--- src/common/pulseCompressionPkg.sv ---
// Widths assume 12-bit ADC samples and 12-bit reference parts; changing one means re-deriving the rest.
package pulseCompressionPkg;

	// Real ADC input samples, two's complement.
	localparam int sampleWidth = 12;
	typedef logic signed [sampleWidth-1:0] SampleT;

	// Hilbert FIR geometry.
	// Seven taps, centered on tap three, with zeros at even offsets from the center.
	localparam int htTaps = 7;
	localparam int htCenter = (htTaps - 1) / 2;
	localparam int htCoeffWidth = 12;

	// Ideal 2/(pi*n) response scaled by 2^11, antisymmetric about the center.
	// Index zero multiplies the newest sample.
	localparam logic signed [htCoeffWidth-1:0] hilbertCoeffs [htTaps] = '{
		-12'sd435,
		12'sd0,
		-12'sd1304,
		12'sd0,
		12'sd1304,
		12'sd0,
		12'sd435
	};

	// The center sample is shifted up by this amount so it sits on the coefficient scale.
	localparam int htShift = 11;

	// One component of the analytic signal.
	// The imaginary sum peaks near 7.1e6, which fits in 24 signed bits.
	localparam int analyticWidth = 24;
	typedef logic signed [analyticWidth-1:0] AnalyticT;

	// Matched filter reference pulse parts.
	localparam int coeffWidth = 12;
	typedef logic signed [coeffWidth-1:0] CoeffT;
	localparam int firTaps = 16;
	localparam int tapCountWidth = $clog2(firTaps);

	// Complex filter output component.
	localparam int accWidth = 42;
	typedef logic signed [accWidth-1:0] AccT;

	// Magnitude path widths.
	// The sum of two squares of a 42-bit value needs 84 bits, and its root needs 42.
	localparam int squareSumWidth = 2 * accWidth;
	typedef logic [squareSumWidth-1:0] SquareSumT;
	localparam int rootWidth = accWidth;
	typedef logic [rootWidth-1:0] RootT;

	// The top keeps the upper 32 root bits.
	localparam int magWidth = 32;
	typedef logic [magWidth-1:0] MagT;

	// Square root pipeline, six root bits per stage.
	localparam int sqrtStages = 7;
	localparam int rootBitsPerStage = rootWidth / sqrtStages;
	// The signed remainder needs two bits more than the root.
	localparam int sqrtRemWidth = rootWidth + 2;

	// Sequencer states.
	typedef enum logic [1:0] {
		Idle,
		LoadCoeff,
		Filter
	} SeqStateT;

endpackage

--- src/hw/pulseCompressionSequencer.sv ---
// Takes exactly firTaps coefficient strobes after start; only clear restarts a load.
`timescale 1ns/1ps

module pulseCompressionSequencer (
	input logic clock,
	input logic rstN,
	input logic start,
	input logic clear,
	input logic coeffValid,
	input logic sampleValid,
	output logic coeffWrite,
	output logic sampleEnable,
	output logic flushHistory,
	output logic coeffLoaded
);

	// Current phase of operation.
	pulseCompressionPkg::SeqStateT state;

	// Number of coefficient pairs written so far in this load.
	logic [pulseCompressionPkg::tapCountWidth-1:0] tapCount;

	// The control strobes are combinational from the state.
	// A strobe that arrives in the wrong state is simply dropped.
	// clear overrides everything in the cycle it is high.
	always_comb begin
		flushHistory = clear;
		coeffWrite = coeffValid && !clear &&
			(state == pulseCompressionPkg::LoadCoeff);
		sampleEnable = sampleValid && !clear &&
			(state == pulseCompressionPkg::Filter);
		coeffLoaded = (state == pulseCompressionPkg::Filter);
	end

	// State register and tap counter.
	always_ff @(posedge clock or negedge rstN) begin
		if (!rstN) begin
			state <= pulseCompressionPkg::Idle;
			tapCount <= '0;
		end else if (clear) begin
			// clear aborts a load or a run and waits for the next start.
			state <= pulseCompressionPkg::Idle;
			tapCount <= '0;
		end else begin
			case (state)
				pulseCompressionPkg::Idle: begin
					if (start) begin
						state <= pulseCompressionPkg::LoadCoeff;
						tapCount <= '0;
					end
				end
				pulseCompressionPkg::LoadCoeff: begin
					if (coeffWrite) begin
						// The counter wraps to zero on the last pair.
						tapCount <= tapCount + 1'b1;
						if (tapCount == pulseCompressionPkg::tapCountWidth'(
								pulseCompressionPkg::firTaps - 1)) begin
							state <= pulseCompressionPkg::Filter;
						end
					end
				end
				pulseCompressionPkg::Filter: begin
					// Data flows until the next clear.
					state <= pulseCompressionPkg::Filter;
				end
				default: begin
					state <= pulseCompressionPkg::Idle;
				end
			endcase
		end
	end

endmodule

--- config.mk ---
export PLATFORM = sky130hd
export DESIGN_NAME = pulseCompressionSequencer
export DESIGN_NICKNAME = d
export VERILOG_FILES = /design/src/common/pulseCompressionPkg.sv /design/src/hw/pulseCompressionSequencer.sv
export SDC_FILE = /design/constraint.sdc
export NUM_CORES = 1
export LEC_CHECK = 0
export BUFFER_PORTS_ARGS = -buffer_cell sky130_fd_sc_hd__buf_2
export CAP_MARGIN = 25
export CORE_MARGIN = 2
export CORE_UTILIZATION = 30
export DETAILED_ROUTE_END_ITERATION = 12
export MAX_ROUTING_LAYER = met4
export SYNTH_ARGS = -nofsm -noshare
export SYNTH_HDL_FRONTEND = slang
export SYNTH_SLANG_ARGS = --single-unit
--- constraint.sdc ---
create_clock -name clock -period 1.28 [get_ports clock]
set_input_delay 0.32 -clock clock [delete_from_list [all_inputs] [get_ports clock]]
set_output_delay 0.32 -clock clock [all_outputs]
set_load 0.01 [all_outputs]
# Yosys cells after proc, flatten, opt, wreduce, memory -nomap -nowiden

Index checks and enable logic that the tools add are counted.

Muxes and demuxes: 9
Reduce and logical (&&, ||, !) cells: 9
Add/sub/neg operators: 1
Eq/ne operators: 6

Operator list:

| operator                                                                | number |
|---|---|
| 4-bit 2-to-1 mux                                                        | 3 |
| 2-bit 2-to-1 mux                                                        | 4 |
| 4-bit case mux with 2 select lines                                      | 1 |
| 3-bit inequality test, second input constant                            | 2 |
| 2-bit case mux with 3 select lines                                      | 1 |
| 3-bit AND reduction                                                     | 2 |
| 4-bit by 1-bit adder with 4-bit output, second input constant           | 1 |
| 4-bit equality test, second input constant                              | 1 |
| 1-bit logical AND                                                       | 4 |
| 3-bit by 2-bit inequality test with 1-bit output, second input constant | 1 |
| 3-bit nonzero test                                                      | 1 |
| 2-bit by 1-bit equality test with 1-bit output, second input constant   | 1 |
| 2-bit equality test, second input constant                              | 1 |
| 2-bit logical NOT                                                       | 1 |
| 1-bit logical NOT                                                       | 1 |

Bits in registers: 6
Input port bits: 6
Word-level logic and storage cells: 27
Output and inout port bits: 4

# Logic depth before layout (Yosys ltp)

Depth in word-level cells: 6
Gate-level depth with buffers: 6
Depth with buffers taken out: 6

# Worst setup path after synthesis

No wires, ideal clock.

Path type: register to register
From: register state[0]
To: register state[0]
Slack: -0.139 ns
Period minus slack after synthesis: 1.419 ns
Stages on the path, launching flop included: 7
Setup time: 0.079 ns
Arrival time: 1.340 ns
Cells stage by stage: dfrtp_1 -> inv_1 -> ha_1 -> and2b_2 -> nor3_1 -> nor3_1 -> mux2i_1

Longest elaborated chain between the ends: 4
Elaborated cells on any way between the ends: 10
Those cells by class: eq/ne: 5; mux: 2; reduce/logical: 3

Ends and longest elaborated chain:

| what                                           | line                                                             | text |
|---|---|---|
| start: declaration                             | pulseCompressionSequencer.sv:18                                  | `pulseCompressionPkg::SeqStateT state;` |
| start signal: assignment                       | pulseCompressionSequencer.sv:38                                  | `state <= pulseCompressionPkg::Idle;` |
| start signal: assignment                       | pulseCompressionSequencer.sv:42                                  | `state <= pulseCompressionPkg::Idle;` |
| start signal: assignment                       | pulseCompressionSequencer.sv:48                                  | `state <= pulseCompressionPkg::LoadCoeff;` |
| 2-bit by 1-bit equality test with 1-bit output | pulseCompressionSequencer.sv:29, pulseCompressionSequencer.sv:45 |  |
| 1-bit logical AND                              | pulseCompressionSequencer.sv:28                                  | `coeffWrite = coeffValid && !clear &&` |
| 3-bit inequality test (no source line)         | --                                                               |  |
| 3-bit AND reduction (no source line)           | --                                                               |  |

Parallel ways exist; a longest one is shown, timed or not.
A chain may end at the register's enable or synchronous reset.

# Worst setup path in the final report

From: register state[0]
To: output sampleEnable

Longest elaborated chain between the ends: 2

Ends and longest elaborated chain:

| what                | line                            | text |
|---|---|---|
| 2-bit equality test | pulseCompressionSequencer.sv:31 | `(state == pulseCompressionPkg::Filter);` |
| 1-bit logical AND   | pulseCompressionSequencer.sv:30 | `sampleEnable = sampleValid && !clear &&` |
| end: declaration    | pulseCompressionSequencer.sv:12 | `output logic sampleEnable,` |

Every way passes these cells.

==> flow_summary.json <==
{
  "outcome": "finished with violations",
  "violations": "setup timing",
  "drive_gt1_share_pct": 51.5,
  "leakage_nw": 0.311,
  "finalClockSkew_ns": 0.000369,
  "antenna_cells": 0,
  "final_nets": 81,
  "synth_seq_cells": 6,
  "vdd_drop_max_uv": 890,
  "overflow": 0,
  "critPathSlowestCell": "dfrtp_1",
  "place.gp.congestion": 0.751,
  "max_freq_mhz": 656,
  "cts.htree.levels": 1,
  "setup-tns-final_ns": -1.54,
  "post_drt_via_cell_ratio": 4.73,
  "drt_iter0_markers": 14,
  "vias": 393,
  "antenna_found_initial": 0,
  "ios": 10,
  "fp.dieArea_mm2": 0.00174,
  "cp.arrival_ns": 1.20,
  "setup_ws_ns": -0.245,
  "netlist_area_um2": 428,
  "core_area_mm2": 0.00132,
  "rsz0062_at_grt": "true",
  "nFillCells": 119,
  "postRouteAntennaNets": 0,
  "critPathLaunchType": "flip-flop",
  "drcViolationCount": 0,
  "pre_cts_slack_ns": -0.145,
  "multi_input_area_um2": 330,
  "wire_per_inst_um": 11.8,
  "slew_headroom_pct": 84.4,
  "final_max_slew_viol_count": 0,
  "clkTransAtPathRegs_ns": 0.04,
  "cts-root-buf": "clkbuf_4",
  "final_common_cell": "buf_2",
  "synthesis.nets": 58,
  "wirelength_um": 978,
  "clk_latency_ns": 0.24,
  "grt_pass1_wl_um": 1570,
  "die_y_um": 41.8,
  "crit_fanout": 2,
  "die_x_um": 41.8,
  "crit_type": "reg -> out",
  "timing.max_cap.violations": 0,
  "cp_cell_sequence": "inv_2 -> buf_6 -> ha_4 -> nand2_2 -> nor2_1 -> buf_2",
  "mostFrequentLayoutCells": "buf_2 (8), buf_4 (7), dfrtp_1 (6), nor2_1 (5), mux2i_1 (5)",
  "dr.pass1.iters": 4,
  "crit_required_ns": 0.96,
  "grt_usage_pct": 12.3,
  "end_kind": "output port",
  "synth_cells": 47,
  "grt_max_degree": 11,
  "ff_latch_area_um2": 150,
  "setup_violations": 9,
  "port_buffers": 9,
  "post-route-min-period_ns": 1.52,
  "syn_avg_cell_area_um2": 9.10,
  "cts_buffers": 3,
  "hold_path_class": "in -> reg",
  "stdcell_count": 83,
  "power_density_mw_per_mm2": 1630,
  "grt_pass1_vias": 383,
  "area_delta_synth_final_pct": 58.2,
  "clockBufferDepth": 2,
  "finalHoldViolCount": 0,
  "clock-sinks": 6,
  "ys_types": 19,
  "initial_core_util_pct": 32.5,
  "place_inst": 75,
  "synth.yosys.seq_area_share_pct": 35.1,
  "max_stage_delay_ns": 0.39,
  "reg2reg_slack_ns": -0.19,
  "post-route-period-util_pct": 119,
  "yosys_warnings": 0,
  "cts_tree": "built",
  "tightest_slew_ns": 0.229,
  "rows": 13,
  "hpwl_um": 653
}
[cell usage after synthesis]
master | instances | share of area, %
nand2_1 | 4 | 3.5
a21oi_1 | 2 | 2.3
and2_1 | 2 | 2.9
o21ai_0 | 1 | 1.2
nor2b_1 | 1 | 1.5
nand3_1 | 3 | 3.5
nor2_1 | 5 | 4.4
clkbuf_1 | 1 | 0.88
inv_1 | 2 | 1.8
or2b_1 | 1 | 1.8
dfrtp_1 | 6 | 35
nor3_1 | 3 | 3.5
nor3b_1 | 1 | 1.8
a21oi_2 | 1 | 2.0
and2b_2 | 1 | 2.0
nand2b_1 | 1 | 1.5
mux2i_1 | 6 | 14
buf_4 | 1 | 1.8
ha_1 | 5 | 15
[sequential cells by signal, indices dropped and copies added (netlist names)]
register  flops
state         2
tapCount      4
[logic make-up (layout without fill, tap and decap cells)]
family | Yosys count | after routing | synth area share, %
AOI/OAI and AO/OA | 4 | 4 | 5.55
adders and majority gates | 5 | 5 | 14.6
buffers and inverters | 4 | 25 | 4.39
DFF | 6 | 6 | 35.1
muxes | 6 | 6 | 14.0
and+or+nand+nor | 22 | 22 | 26.3
[per-stage QoR]
stage | instance area, um2 | hold WS (ns) | total power, mW | utilization (%)
finish | 677 | 0.399 | 1.11 | 51.4
global route | 677 | 0.392 | 1.20 | 51.4
CTS | 641 | 0.377 | 1.03 | 48.6
detailed placement | 554 | 0.146 | 0.749 | 42.1
global placement | 554 | 0.146 | 0.741 | 42.1
floorplan | 457 | 0.0244 | 0.593 | -
[repair_timing]
item / CTS / global route
cloned: 0 / 0
buffers inserted: 3 / 1
resized for setup: 6 / 6
endpoints found under the hold margin: 6 / 0
hold buffers: 1 / 0
pin swaps: 2 / 4
endpoints found under the setup margin: 9 / 9
[final cells by class]
class	instances	share of cell area (%)
clock buffers	3	3.33
inverters	2	1.11
multi-input cells	37	48.8
flip-flops and latches	6	22.2
well taps	15	2.77
repair buffers	20	21.8
[critical path, delay by kind of cell (launching register included)]
kind / cells / cell delay [ns]
AND/OR/NAND/NOR: 2 / 0.13
buffers and inverters: 3 / 0.31
adder cells (fa/ha/maj): 1 / 0.14
flip-flops: 1 / 0.39
[layer usage]
metal | wire (um) | GRT usage [%] | up-vias
met5 | 0 | - | -
met4 | 15 | 7.74 | 0
met3 | 8 | 1.30 | 2
met2 | 550 | 20.6 | 6
met1 | 404 | 13.9 | 186
li1 | - | - | 199
[report_power, final]
part	leakage (nW)	switching, mW	internal, mW
registers	0.0816	0.0228	0.223
logic	0.216	0.310	0.383
clock network	0.0138	0.0609	0.106
total	0.311	0.394	0.712
[final timing paths]
kind,cells past startpoint,startpoint,endpoint
setup / recovery,6,state[0],sampleEnable
hold / removal,2,clear,tapCount[3]
setup reg to reg,7,state[0],tapCount[3]
hold reg to reg,2,tapCount[3],tapCount[3]
max in group asynchronous,2,rstN,state[0]
min in group asynchronous,2,rstN,tapCount[0]
No activity file was read; power rests on OpenSTA's default activity.
