===== config.mk =====
export PLATFORM = sky130hd
export DESIGN_NAME = hilbertTransform_flat
export DESIGN_NICKNAME = d
export VERILOG_FILES = /design/src/common/pulseCompressionPkg.sv /design/src/common/complexStream.sv /design/src/hilbertTransform/hilbertTransform.sv /design/src/flat_wrapper.sv
export SDC_FILE = /design/constraint.sdc
export NUM_CORES = 1
export LEC_CHECK = 0
export BUFFER_PORTS_ARGS = -buffer_cell sky130_fd_sc_hd__buf_2
export CAP_MARGIN = 20
export CORE_AREA = 2 2 168 170
export CTS_CLUSTER_SIZE = 12
export DETAILED_ROUTE_END_ITERATION = 10
export DIE_AREA = 0 0 170 172
export PLACE_DENSITY_LB_ADDON = 0.3
export SLEW_MARGIN = 20
export SYNTH_ARGS = -nofsm -noshare
export SYNTH_HDL_FRONTEND = slang
export SYNTH_SLANG_ARGS = --single-unit

===== constraint.sdc =====
create_clock -name clock -period 8.4 [get_ports clock]
set_input_delay 2.52 -clock clock [delete_from_list [all_inputs] [get_ports clock]]
set_output_delay 2.52 -clock clock [all_outputs]
set_load 0.01 [all_outputs]

===== src/common/pulseCompressionPkg.sv =====
// Widths assume 12-bit ADC samples and 12-bit reference parts; changing one means re-deriving the rest.
package pulseCompressionPkg;

	// Real ADC input samples, two's complement.
	localparam int sampleWidth = 12;
	typedef logic signed [sampleWidth-1:0] SampleT;

	// Hilbert FIR geometry.
	// Seven taps, centered on tap three, with zeros at even offsets from the center.
	localparam int htTaps = 7;
	localparam int htCenter = (htTaps - 1) / 2;
	localparam int htCoeffWidth = 12;

	// Ideal 2/(pi*n) response scaled by 2^11, antisymmetric about the center.
	// Index zero multiplies the newest sample.
	localparam logic signed [htCoeffWidth-1:0] hilbertCoeffs [htTaps] = '{
		-12'sd435,
		12'sd0,
		-12'sd1304,
		12'sd0,
		12'sd1304,
		12'sd0,
		12'sd435
	};

	// The center sample is shifted up by this amount so it sits on the coefficient scale.
	localparam int htShift = 11;

	// One component of the analytic signal.
	// The imaginary sum peaks near 7.1e6, which fits in 24 signed bits.
	localparam int analyticWidth = 24;
	typedef logic signed [analyticWidth-1:0] AnalyticT;

	// Matched filter reference pulse parts.
	localparam int coeffWidth = 12;
	typedef logic signed [coeffWidth-1:0] CoeffT;
	localparam int firTaps = 16;
	localparam int tapCountWidth = $clog2(firTaps);

	// Complex filter output component.
	localparam int accWidth = 42;
	typedef logic signed [accWidth-1:0] AccT;

	// Magnitude path widths.
	// The sum of two squares of a 42-bit value needs 84 bits, and its root needs 42.
	localparam int squareSumWidth = 2 * accWidth;
	typedef logic [squareSumWidth-1:0] SquareSumT;
	localparam int rootWidth = accWidth;
	typedef logic [rootWidth-1:0] RootT;

	// The top keeps the upper 32 root bits.
	localparam int magWidth = 32;
	typedef logic [magWidth-1:0] MagT;

	// Square root pipeline, six root bits per stage.
	localparam int sqrtStages = 7;
	localparam int rootBitsPerStage = rootWidth / sqrtStages;
	// The signed remainder needs two bits more than the root.
	localparam int sqrtRemWidth = rootWidth + 2;

	// Sequencer states.
	typedef enum logic [1:0] {
		Idle,
		LoadCoeff,
		Filter
	} SeqStateT;

endpackage


===== src/common/complexStream.sv =====
// No back-pressure: a sink must take every beat that has valid high.
`timescale 1ns/1ps

// One complex sample stream between two internal blocks.
// The component type is a parameter, so the same interface carries both
// the 24-bit analytic signal and the 42-bit filter output.
interface complexStream #(
	parameter type DataT = pulseCompressionPkg::AccT
);

	// A new sample is present on re and im while valid is high.
	logic valid;

	// Real and imaginary parts of the sample.
	DataT re;
	DataT im;

	// Tells the downstream block to zero its data history.
	// It is a single-cycle pulse and never comes with valid.
	logic flush;

	// The upstream block drives every signal.
	modport source (
		output valid,
		output re,
		output im,
		output flush
	);

	// The downstream block only reads.
	modport sink (
		input valid,
		input re,
		input im,
		input flush
	);

endinterface


===== src/hilbertTransform/hilbertTransform.sv =====
// Fixed seven-tap response; the real output is the input delayed by three accepted samples.
`timescale 1ns/1ps

module hilbertTransform (
	input logic clock,
	input logic rstN,
	input logic sampleEnable,
	input logic flush,
	input pulseCompressionPkg::SampleT sample,
	complexStream.source analytic
);

	// Previous samples, with index zero holding the one accepted last.
	pulseCompressionPkg::SampleT history [pulseCompressionPkg::htTaps-1];

	// The full seven-sample window, with the incoming sample at index zero.
	pulseCompressionPkg::SampleT window [pulseCompressionPkg::htTaps];

	// Output values before the register.
	pulseCompressionPkg::AnalyticT realNext;
	pulseCompressionPkg::AnalyticT imagNext;

	// The window uses the new sample directly, so the result is ready one cycle later.
	always_comb begin
		window[0] = sample;
		for (int k = 1; k < pulseCompressionPkg::htTaps; k++) begin
			window[k] = history[k-1];
		end
	end

	// Imaginary part from the odd-offset taps.
	// Taps at even offsets from the center are zero, so only every other one is summed.
	// The real part is the center sample on the same scale as the coefficients.
	always_comb begin
		imagNext = '0;
		for (int k = 0; k < pulseCompressionPkg::htTaps; k += 2) begin
			imagNext = imagNext +
				pulseCompressionPkg::AnalyticT'(window[k]) *
				pulseCompressionPkg::AnalyticT'(pulseCompressionPkg::hilbertCoeffs[k]);
		end
		realNext = pulseCompressionPkg::AnalyticT'(window[pulseCompressionPkg::htCenter])
			<<< pulseCompressionPkg::htShift;
	end

	// Sample history.
	// A flush zeroes it so the next run starts from silence.
	always_ff @(posedge clock or negedge rstN) begin
		if (!rstN) begin
			for (int k = 0; k < pulseCompressionPkg::htTaps - 1; k++) begin
				history[k] <= '0;
			end
		end else if (flush) begin
			for (int k = 0; k < pulseCompressionPkg::htTaps - 1; k++) begin
				history[k] <= '0;
			end
		end else if (sampleEnable) begin
			history[0] <= sample;
			for (int k = 1; k < pulseCompressionPkg::htTaps - 1; k++) begin
				history[k] <= history[k-1];
			end
		end
	end

	// Stream control. The flush goes on downstream one cycle later, alongside the data.
	always_ff @(posedge clock or negedge rstN) begin
		if (!rstN) begin
			analytic.valid <= 1'b0;
			analytic.flush <= 1'b0;
		end else begin
			analytic.valid <= sampleEnable;
			analytic.flush <= flush;
		end
	end

	// Output data only changes when a sample is accepted.
	always_ff @(posedge clock) begin
		if (sampleEnable) begin
			analytic.re <= realNext;
			analytic.im <= imagNext;
		end
	end

endmodule


===== src/flat_wrapper.sv =====
// flat-port wrapper written by rule: the top's interface ports become plain ports
module hilbertTransform_flat 
  (clock, rstN, sampleEnable, flush, sample, analytic_valid, analytic_re, analytic_im, analytic_flush);
  complexStream analytic_i ();
  input logic clock;
  input logic rstN;
  input logic sampleEnable;
  input logic flush;
  input pulseCompressionPkg::SampleT sample;
  output wire logic [$bits(analytic_i.valid)-1:0] analytic_valid;
  output wire logic [$bits(analytic_i.re)-1:0] analytic_re;
  output wire logic [$bits(analytic_i.im)-1:0] analytic_im;
  output wire logic [$bits(analytic_i.flush)-1:0] analytic_flush;
  assign analytic_valid = analytic_i.valid;
  assign analytic_re = analytic_i.re;
  assign analytic_im = analytic_i.im;
  assign analytic_flush = analytic_i.flush;
  hilbertTransform u_core (.clock(clock), .rstN(rstN), .sampleEnable(sampleEnable), .flush(flush), .sample(sample), .analytic(analytic_i));
endmodule

## Word-level counts from Yosys, hierarchy flattened

Cells that the tools add are included.

- Register bits: 110
- Input port bits: 16
- Output and inout port bits: 86
- Logic and storage cells: 20

- Add/sub/neg operators: 3
- Multiply operators: 4
- Multiplexer cells: 2
- Reductions and logical operators: 1

Operators with widths:

| kind | number |
|---|---|
| two-way mux 72 bit | 2 |
| adder 24 bit | 2 |
| multiplier 12 x 10 -> 22 bit (second input constant) | 2 |
| multiplier 12 x 9 -> 21 bit (second input constant) | 2 |
| adder 24 x 22 -> 24 bit | 1 |
| nonzero test 2 bit | 1 |

## Depth between registers and ports, before layout

Gate-level depths: netlist of run 1.

- Depth in word-level cells: 4
- Gate-level depth with buffers: 39
- Gate-level depth less buffers: 39

## Least setup slack after synthesis of run 1

OpenSTA, ideal clock, no wires.

- Path type: input -> register
- Start point: in sample[7]
- End point: reg u_core.analytic.im[23] (netlist name)
- Setup time: 0.268 ns
- Arrival: 10.319 ns
- Required time: 8.132 ns
- Slack: -2.187 ns
- Cell stages on the path: 32
- Buffers on the path: 0
- Cells stage by stage: ha_1 ha_1 inv_1 fa_1 fa_1 fa_1 inv_1 ha_1 o21a_1 o21ai_0 a21oi_1 nor2_1 o211ai_1 and3_1 or4_1 o311a_1 fa_1 inv_1 fa_1 inv_1 fa_1 fa_1 inv_1 ha_1 a21o_1 or2_0 a311o_1 a21o_1 a21oi_1 xnor2_1 xnor3_1 xnor2_1

- Longest elaborated chain between the ends: 4

Ends and longest elaborated chain:

| element | RTL line | RTL |
|---|---|---|
| start, declared | flat_wrapper.sv:9 | `input pulseCompressionPkg::SampleT sample;` |
| multiplier 12 x 10 -> 22 bit | hilbertTransform.sv:38 | `pulseCompressionPkg::AnalyticT'(window[k]) *` |
| adder 24 bit (2 in a row) | hilbertTransform.sv:37 | `imagNext = imagNext +` |
| adder 24 x 22 -> 24 bit | hilbertTransform.sv:37 |  |
| named net u_core.imagNext[23] | hilbertTransform.sv:21 | `pulseCompressionPkg::AnalyticT imagNext;` |

The timed path passes the listed nets, and every way through them passes these cells.
A chain may end at the register's enable or synchronous reset.

## Worst setup path after layout of run 1

- Start point: in sample[4]
- End point: reg u_core.analytic.im[23] (netlist name)

- Longest elaborated chain between the ends: 4

Ends and longest elaborated chain:

| element | RTL line |
|---|---|
| multiplier 12 x 10 -> 22 bit | hilbertTransform.sv:38 |
| adder 24 bit (2 in a row) | hilbertTransform.sv:37 |
| adder 24 x 22 -> 24 bit | hilbertTransform.sv:37 |
| named net u_core.imagNext[23] | hilbertTransform.sv:21 |

The timed path passes the listed nets, and every way through them passes these cells.

==> metrics, run 1 <==
Setup TNS -11.44 ns; DR DRC count 0; Mapped Cells 1547; Core Area 27500 um^2; FF+latch count, synth 110; Starting Density 56.8%; Async SR Flop Fraction 67.3%; Hold Vio Cnt, Final 0; Max-Cap Viols 0; WS Path Type input pin to register; final wirelength 35000 um; LEAKAGE 0.0104 uW; Final min period 10.33 ns; CTS tree built; DIE AREA 29200 um^2; Post-synth EDFFs 36; buffers added on ports 90; status finished with violations; critical path startpoint category input pin; worst path required time 8.54 ns; RSZ-0062 raised after global routing yes; fin. max-slew vios 0; DR vias 11100; Synth Cell Area 15600 um^2; failing checks setup timing; Ys Warns 0; H-tree levels 3; Synth top area share 25.0%; critical path capture point type register; Max Fclk 96.8 MHz; die width 170 um; clock sinks 110; Area Overhead vs Synth 20.6%; RePlAce Congestion 0.860; Final Util 68.5%; Overall Global Routing Usage 25.0%; layout cell share with drive strength beyond 1 24.1%; worst path buffer plus inverter count 6; final setup violation count 13; DP Wirelength 27300 um; Ant. Diodes 0; Min-Delay Path Class register to register; antenna viol nets, final 0; Longest Clk Path Bufs 2; first-pass iteration count of the detailed router 5; worst vdd ir 724 uV; clock buffer count from CTS 9; Max transition margin 36.8%; CP max FO 4; Worst Tran Pin Value 0.947 ns; register area share after synthesis 18.8%; Std-Cell Rows 61; Crit path largest cell delay 0.54 ns; # hold bufs at CTS 0; largest net degree at the start of global routing 75; Synth cell types 59; Overflow after GRT 0; Worst Skew 0.00967 ns; vias in the first global route 11500; routed len/inst 16.2 um; Area contributors post-synth fa_1 (25%), ha_1 (23%), dfrtp_1 (12%), inv_1 (9.8%), edfxtp_1 (6.9%); Chip Height 172 um; initial antenna violation count 1; Clock Tree Root clkbuf_16; PD cells 426 nW/um^2; post-route worst setup slack -1.93 ns; Ports 102; Syn Area/Cell 10.1 um^2; FILL cells 2066; critical path arrival 10.47 ns; delay-heaviest family, CP adder cells; global-route wire length before repair 56800 um; Yosys top cell by area fa_1; nets@finish 2307; Initial DRC Count 510; Reg clk slew, reported paths 0.09 ns; critical path's slowest cell fa_1; DR vias/cell 5.15; period utilization 123%; CP most frequent cell fa_1; Synth Flop Type dfrtp_1; Clock Latency Late Sink 0.38 ns
## routing by layer
| metal | vias up | share of wire [%] | global-route usage (%) |
|---|---|---|---|
| met3 | 58 | 3.1 | 2.54 |
| li1 | 5345 | - | - |
| met5 | - | 0.020 | 0 |
| met4 | 2 | 2.9 | 8.10 |
| met2 | 196 | 51 | 44.3 |
| met1 | 5535 | 43 | 32.4 |
## timing repair
action,in CTS,in global routing
resized for setup,74,39
pin swaps,70,53
endpoints found under the setup margin,15,15
setup buffers,11,9
## registers in the layout, indices dropped and copies added, names as in the netlist
| register | cells |
|---|---|
| u_core.analytic.re | 12 |
| u_core.history | 72 |
| u_core.analytic.im | 24 |
| u_core.analytic.flush | 1 |
| u_core.analytic.valid | 1 |
## kinds of logic (layout without fill, tap and decap cells)
kind of cell | count (synthesis) | in the layout | synth area share [%]
fa+ha+maj | 478 | 478 | 47.7
buf+inv | 475 | 736 | 12.6
simple gates | 187 | 187 | 5.28
compound gates | 134 | 134 | 5.80
flops | 110 | 110 | 18.8
xor+xnor | 81 | 81 | 4.63
mux | 81 | 81 | 5.23
other cells | 1 | 11 | 0.0240
## final cells by class
class	instances	area, um^2	share of cell area [%]
Inverter	408	1530	8.15
Multi-Input combinational cell	972	11400	60.7
Tap cell	346	433	2.30
Timing Repair Buffer	312	2190	11.6
Sequential cell	110	2930	15.6
Clock inverter	7	91.3	0.485
Clock buffer	9	225	1.20
## cells in the mapped netlist (4+ instances only)
cell type / instances
fa_1: 195
mux2i_1: 76
o21bai_1: 8
xnor2_1: 67
ha_1: 283
nand2_1: 26
clkbuf_1: 18
o21a_1: 9
buf_4: 48
o21ai_1: 8
a21oi_1: 45
a211o_1: 4
dfrtp_1: 74
nand3_1: 12
edfxtp_1: 36
inv_1: 408
nor3_1: 11
a31o_1: 7
nand2b_1: 5
xor2_1: 13
nor2_1: 105
a21o_1: 15
and2_1: 4
and3_1: 8
nor2b_1: 6
o211ai_1: 6
o21ai_0: 9
## layout by cell type, fill, tap and decap left out, drive strengths merged, types with 3 or more instances in the layout
cell type,netlist,layout
mux2i,76,76
buf,49,312
and2,4,4
nor2b,7,7
ha,283,283
clkbuf,18,9
a31o,7,7
a21o,15,15
inv,408,413
conb,1,11
nand2,26,26
dfrtp,74,74
nand2b,5,5
nor2,105,105
o21bai,9,9
a21oi,45,45
nor3,11,11
xnor2,67,67
mux2,5,5
edfxtp,36,36
fa,195,195
o211ai,6,6
a211o,4,4
or2,3,3
o21ai,17,17
xor2,13,13
and3,8,8
o21a,9,9
nand3,12,12
or3,3,3
## where the power goes
group | internal [uW] | switching [uW]
Sequential | 762 | 25.0
Clock | 219 | 264
Combinational | 3390 | 3360
Total | 4370 | 3650
## worst register-to-register path, delay by kind of cell, from the launching register on
kind | cells | cell delay (ns)
buffers and inverters | 7 | 0.50
flip-flops | 1 | 0.42
adder cells (fa/ha/maj) | 12 | 5.35
XOR/XNOR | 4 | 0.69
AND/OR/NAND/NOR | 1 | 0.22
AO/OA/AOI/OAI | 10 | 1.89
## worst paths after layout
kind	startpoint	endpoint	slack, ns	cells after the start
setup / recovery	sample[4]	u_core.analytic.im[23]$_DFFE_PP_	-1.93	33
hold / removal	u_core.history[40]$_DFFE_PN0P_	u_core.analytic.re[15]$_DFFE_PP_	0.50	0
setup reg to reg	u_core.history[53]$_DFFE_PN0P_	u_core.analytic.im[23]$_DFFE_PP_	-0.90	34
hold reg to reg	u_core.history[40]$_DFFE_PN0P_	u_core.analytic.re[15]$_DFFE_PP_	0.50	0
max in group asynchronous	rstN	u_core.history[18]$_DFFE_PN0P_	5.72	1
min in group asynchronous	rstN	u_core.history[64]$_DFFE_PN0P_	2.19	1
## through the flow
stage / hold slack [ns] / cells / total power (uW) / area (um^2) / setup WS (ns)
floorplan: 0.446 / 1557 / 4610 / 15800 / -1.86
global placement: 0.470 / 2138 / 6290 / 17800 / -2.29
detailed placement: 0.474 / 2138 / 6460 / 17800 / -2.45
CTS: 0.497 / 2161 / 7620 / 18600 / -1.80
global route: 0.511 / 2164 / 8740 / 18800 / -2.15
finish: 0.504 / 2164 / 8020 / 18800 / -1.93
Note: power is estimated with default switching activity, not from simulation.
==> inputs of run 2 (changes only) <==
Settings changed: ABC_CLOCK_PERIOD_IN_PS from default to 8400, PLACE_DENSITY from default to 0.89, PLACE_DENSITY_LB_ADDON 0.3 to default.
==> metrics, run 2 (synthesis gave the netlist of run 1 again) <==
routed len/inst 21.0 um (+30%); Min-Delay Path Class register to register; status finished with violations; Ant. Diodes 0 (unchanged); clock sinks 110 (unchanged); largest net degree at the start of global routing 75 (unchanged); final instance area 18700 um^2 (-0.51%); RR Endpoint u_core.analytic.im[23]$_DFFE_PP_; Largest regs u_core.history x72, u_core.analytic.im x24, u_core.analytic.re x12; final setup violation count 14 (+1); critical path's slowest cell fa_1; Clock Tree Root clkbuf_16; H-tree levels 3 (unchanged); DR vias/cell 5.74 (+12%); reg2reg start u_core.history[51]$_DFFE_PN0P_; critical path startpoint category input pin; worst path required time 8.54 ns (about the same); Max-Cap Viols 0 (unchanged); antenna viol nets, final 0 (unchanged); failing checks setup timing; LEAKAGE 0.0104 uW (-0.20%); vias in the first global route 13600 (+18%); DIE AREA 29200 um^2 (unchanged); Ports 102 (unchanged); nets@finish 2297 (-0.43%); FILL cells 1696 (-18%); commonest cells after routing, fill and taps aside inv_1 (392), ha_1 (261), buf_4 (201), fa_1 (193), nor2_1 (97); worst vdd ir 610 uV (-16%); critical path capture point type register; Chip Height 172 um (unchanged); Starting Density 56.8% (unchanged); Reg clk slew, reported paths 0.09 ns (about the same); Max transition margin 31.5% (-5.4 points); worst-case reg-to-reg path depth 40 (+18%); Clock Latency Late Sink 0.40 ns (+0.02 ns); Longest Clk Path Bufs 2 (unchanged); post-place setup slack -2.40 ns (+0.0536 ns); critical path arrival 10.75 ns (+0.28 ns); initial antenna violation count 0 (-1); WS Path Type input pin to register; most common cell after layout, fill and taps aside inv_1; CP max FO 4 (unchanged); Overflow after GRT 0 (unchanged); number of flip-flops under the largest register name 72 (unchanged); largest register by flop count u_core.history; DR vias 12400 (+11%); global-route wire length before repair 68600 um (+21%); Core Area 27500 um^2 (unchanged); Max Fclk 94.3 MHz (-2.7%); final wirelength 45200 um (+29%); Overall Global Routing Usage 30.6% (+5.6 points); buffers added on ports 90 (unchanged); total power 8360 uW (+4.3%); Std-Cell Rows 61 (unchanged); DR DRC count 0 (unchanged); worst hold start u_core.history[38]$_DFFE_PN0P_; post-route worst setup slack -2.21 ns (-0.282 ns); hold path cells 0 (unchanged); RSZ-0062 raised after global routing yes; PD cells 446 nW/um^2 (+4.8%); FF-to-FF setup slack -1.29 ns (-0.39 ns); Initial DRC Count 1050 (+110%); Area Overhead vs Synth 20.0%; first-pass iteration count of the detailed router 8 (+3); period utilization 126% (+3.4 points); Worst Tran Pin Value 1.03 ns (+0.0806 ns); clock buffer count from CTS 9 (unchanged); CTS tree built; placed cell areas 17700 um^2 (-0.80%); Hold Vio Cnt, Final 0 (unchanged); Setup TNS -16.29 ns (-4.85 ns); Worst Hold Endpoint u_core.analytic.re[13]$_DFFE_PP_; Final min period 10.61 ns (+0.282 ns); fin. max-slew vios 0 (unchanged); layout cell share with drive strength beyond 1 23.2% (-0.92 points); Crit path largest cell delay 0.58 ns (+0.04 ns); die width 170 um (unchanged); Worst Skew 0.0197 ns (+0.0101 ns); Final Util 68.2% (-0.35 points); CP most frequent cell fa_1; RePlAce Congestion 0.913 (+6.2%); DP Wirelength 29800 um (+9.0%)
[run 2: critical path, delay by kind of cell]
| kind | cells | cell delay, ns |
|---|---|---|
| and+or+nand+nor | 1 | 0.22 |
| buffers and inverters | 6 | 0.42 |
| AOI/OAI and AO/OA | 11 | 2.16 |
| adders and majority gates | 11 | 4.73 |
| xor gates and xnor gates | 4 | 0.71 |
[run 2: repair_timing]
action,in CTS,in global routing
hold buffers,0,0
endpoints found under the setup margin,15,15
pin swaps,61,21
gates resized for setup,76,31
setup buffers,14,10
[run 2: power by group]
group	switching, uW	internal (uW)	total [uW]
registers	26.9	762	789
logic	3650	3430	7080
clock network	269	219	488
[run 2: final cells by class]
cell class | instances | area, um^2 | area share, %
clock buffers | 9 | 225 | 1.20
clock inverters | 7 | 91.3 | 0.488
inverters | 408 | 1530 | 8.17
multi-input cells | 972 | 11400 | 60.9
flip-flops and latches | 110 | 2930 | 15.7
well taps | 346 | 433 | 2.31
repair buffers | 302 | 2120 | 11.3
[run 2: worst max path at each step]
stage	end	depth (start not counted)	startpoint
CTS	u_core.analytic.im[23]$_DFFE_PP_	33	sample[4]
global route	u_core.analytic.im[23]$_DFFE_PP_	33	sample[8]
finish	u_core.analytic.im[23]$_DFFE_PP_	33	sample[9]
detailed placement	u_core.analytic.im[23]$_DFFE_PP_	32	sample[4]
floorplan	u_core.analytic.im[23]$_DFFE_PP_	31	sample[4]
global placement	u_core.analytic.im[23]$_DFFE_PP_	32	sample[4]
[run 2: layer usage]
metal | vias up | wire (um) | GRT usage (%)
met1 | 5950 | 15500 | 34.2
met5 | - | 0 | 0
li1 | 5311 | - | -
met2 | 769 | 21900 | 52.6
met4 | 0 | 4030 | 21.8
met3 | 339 | 3740 | 6.29
[run 2: per-stage QoR]
stage,hold slack (ns),cells
global placement,0.474,2119
detailed placement,0.479,2119
floorplan,0.446,1557
finish,0.504,2154
global route,0.519,2154
CTS,0.512,2146
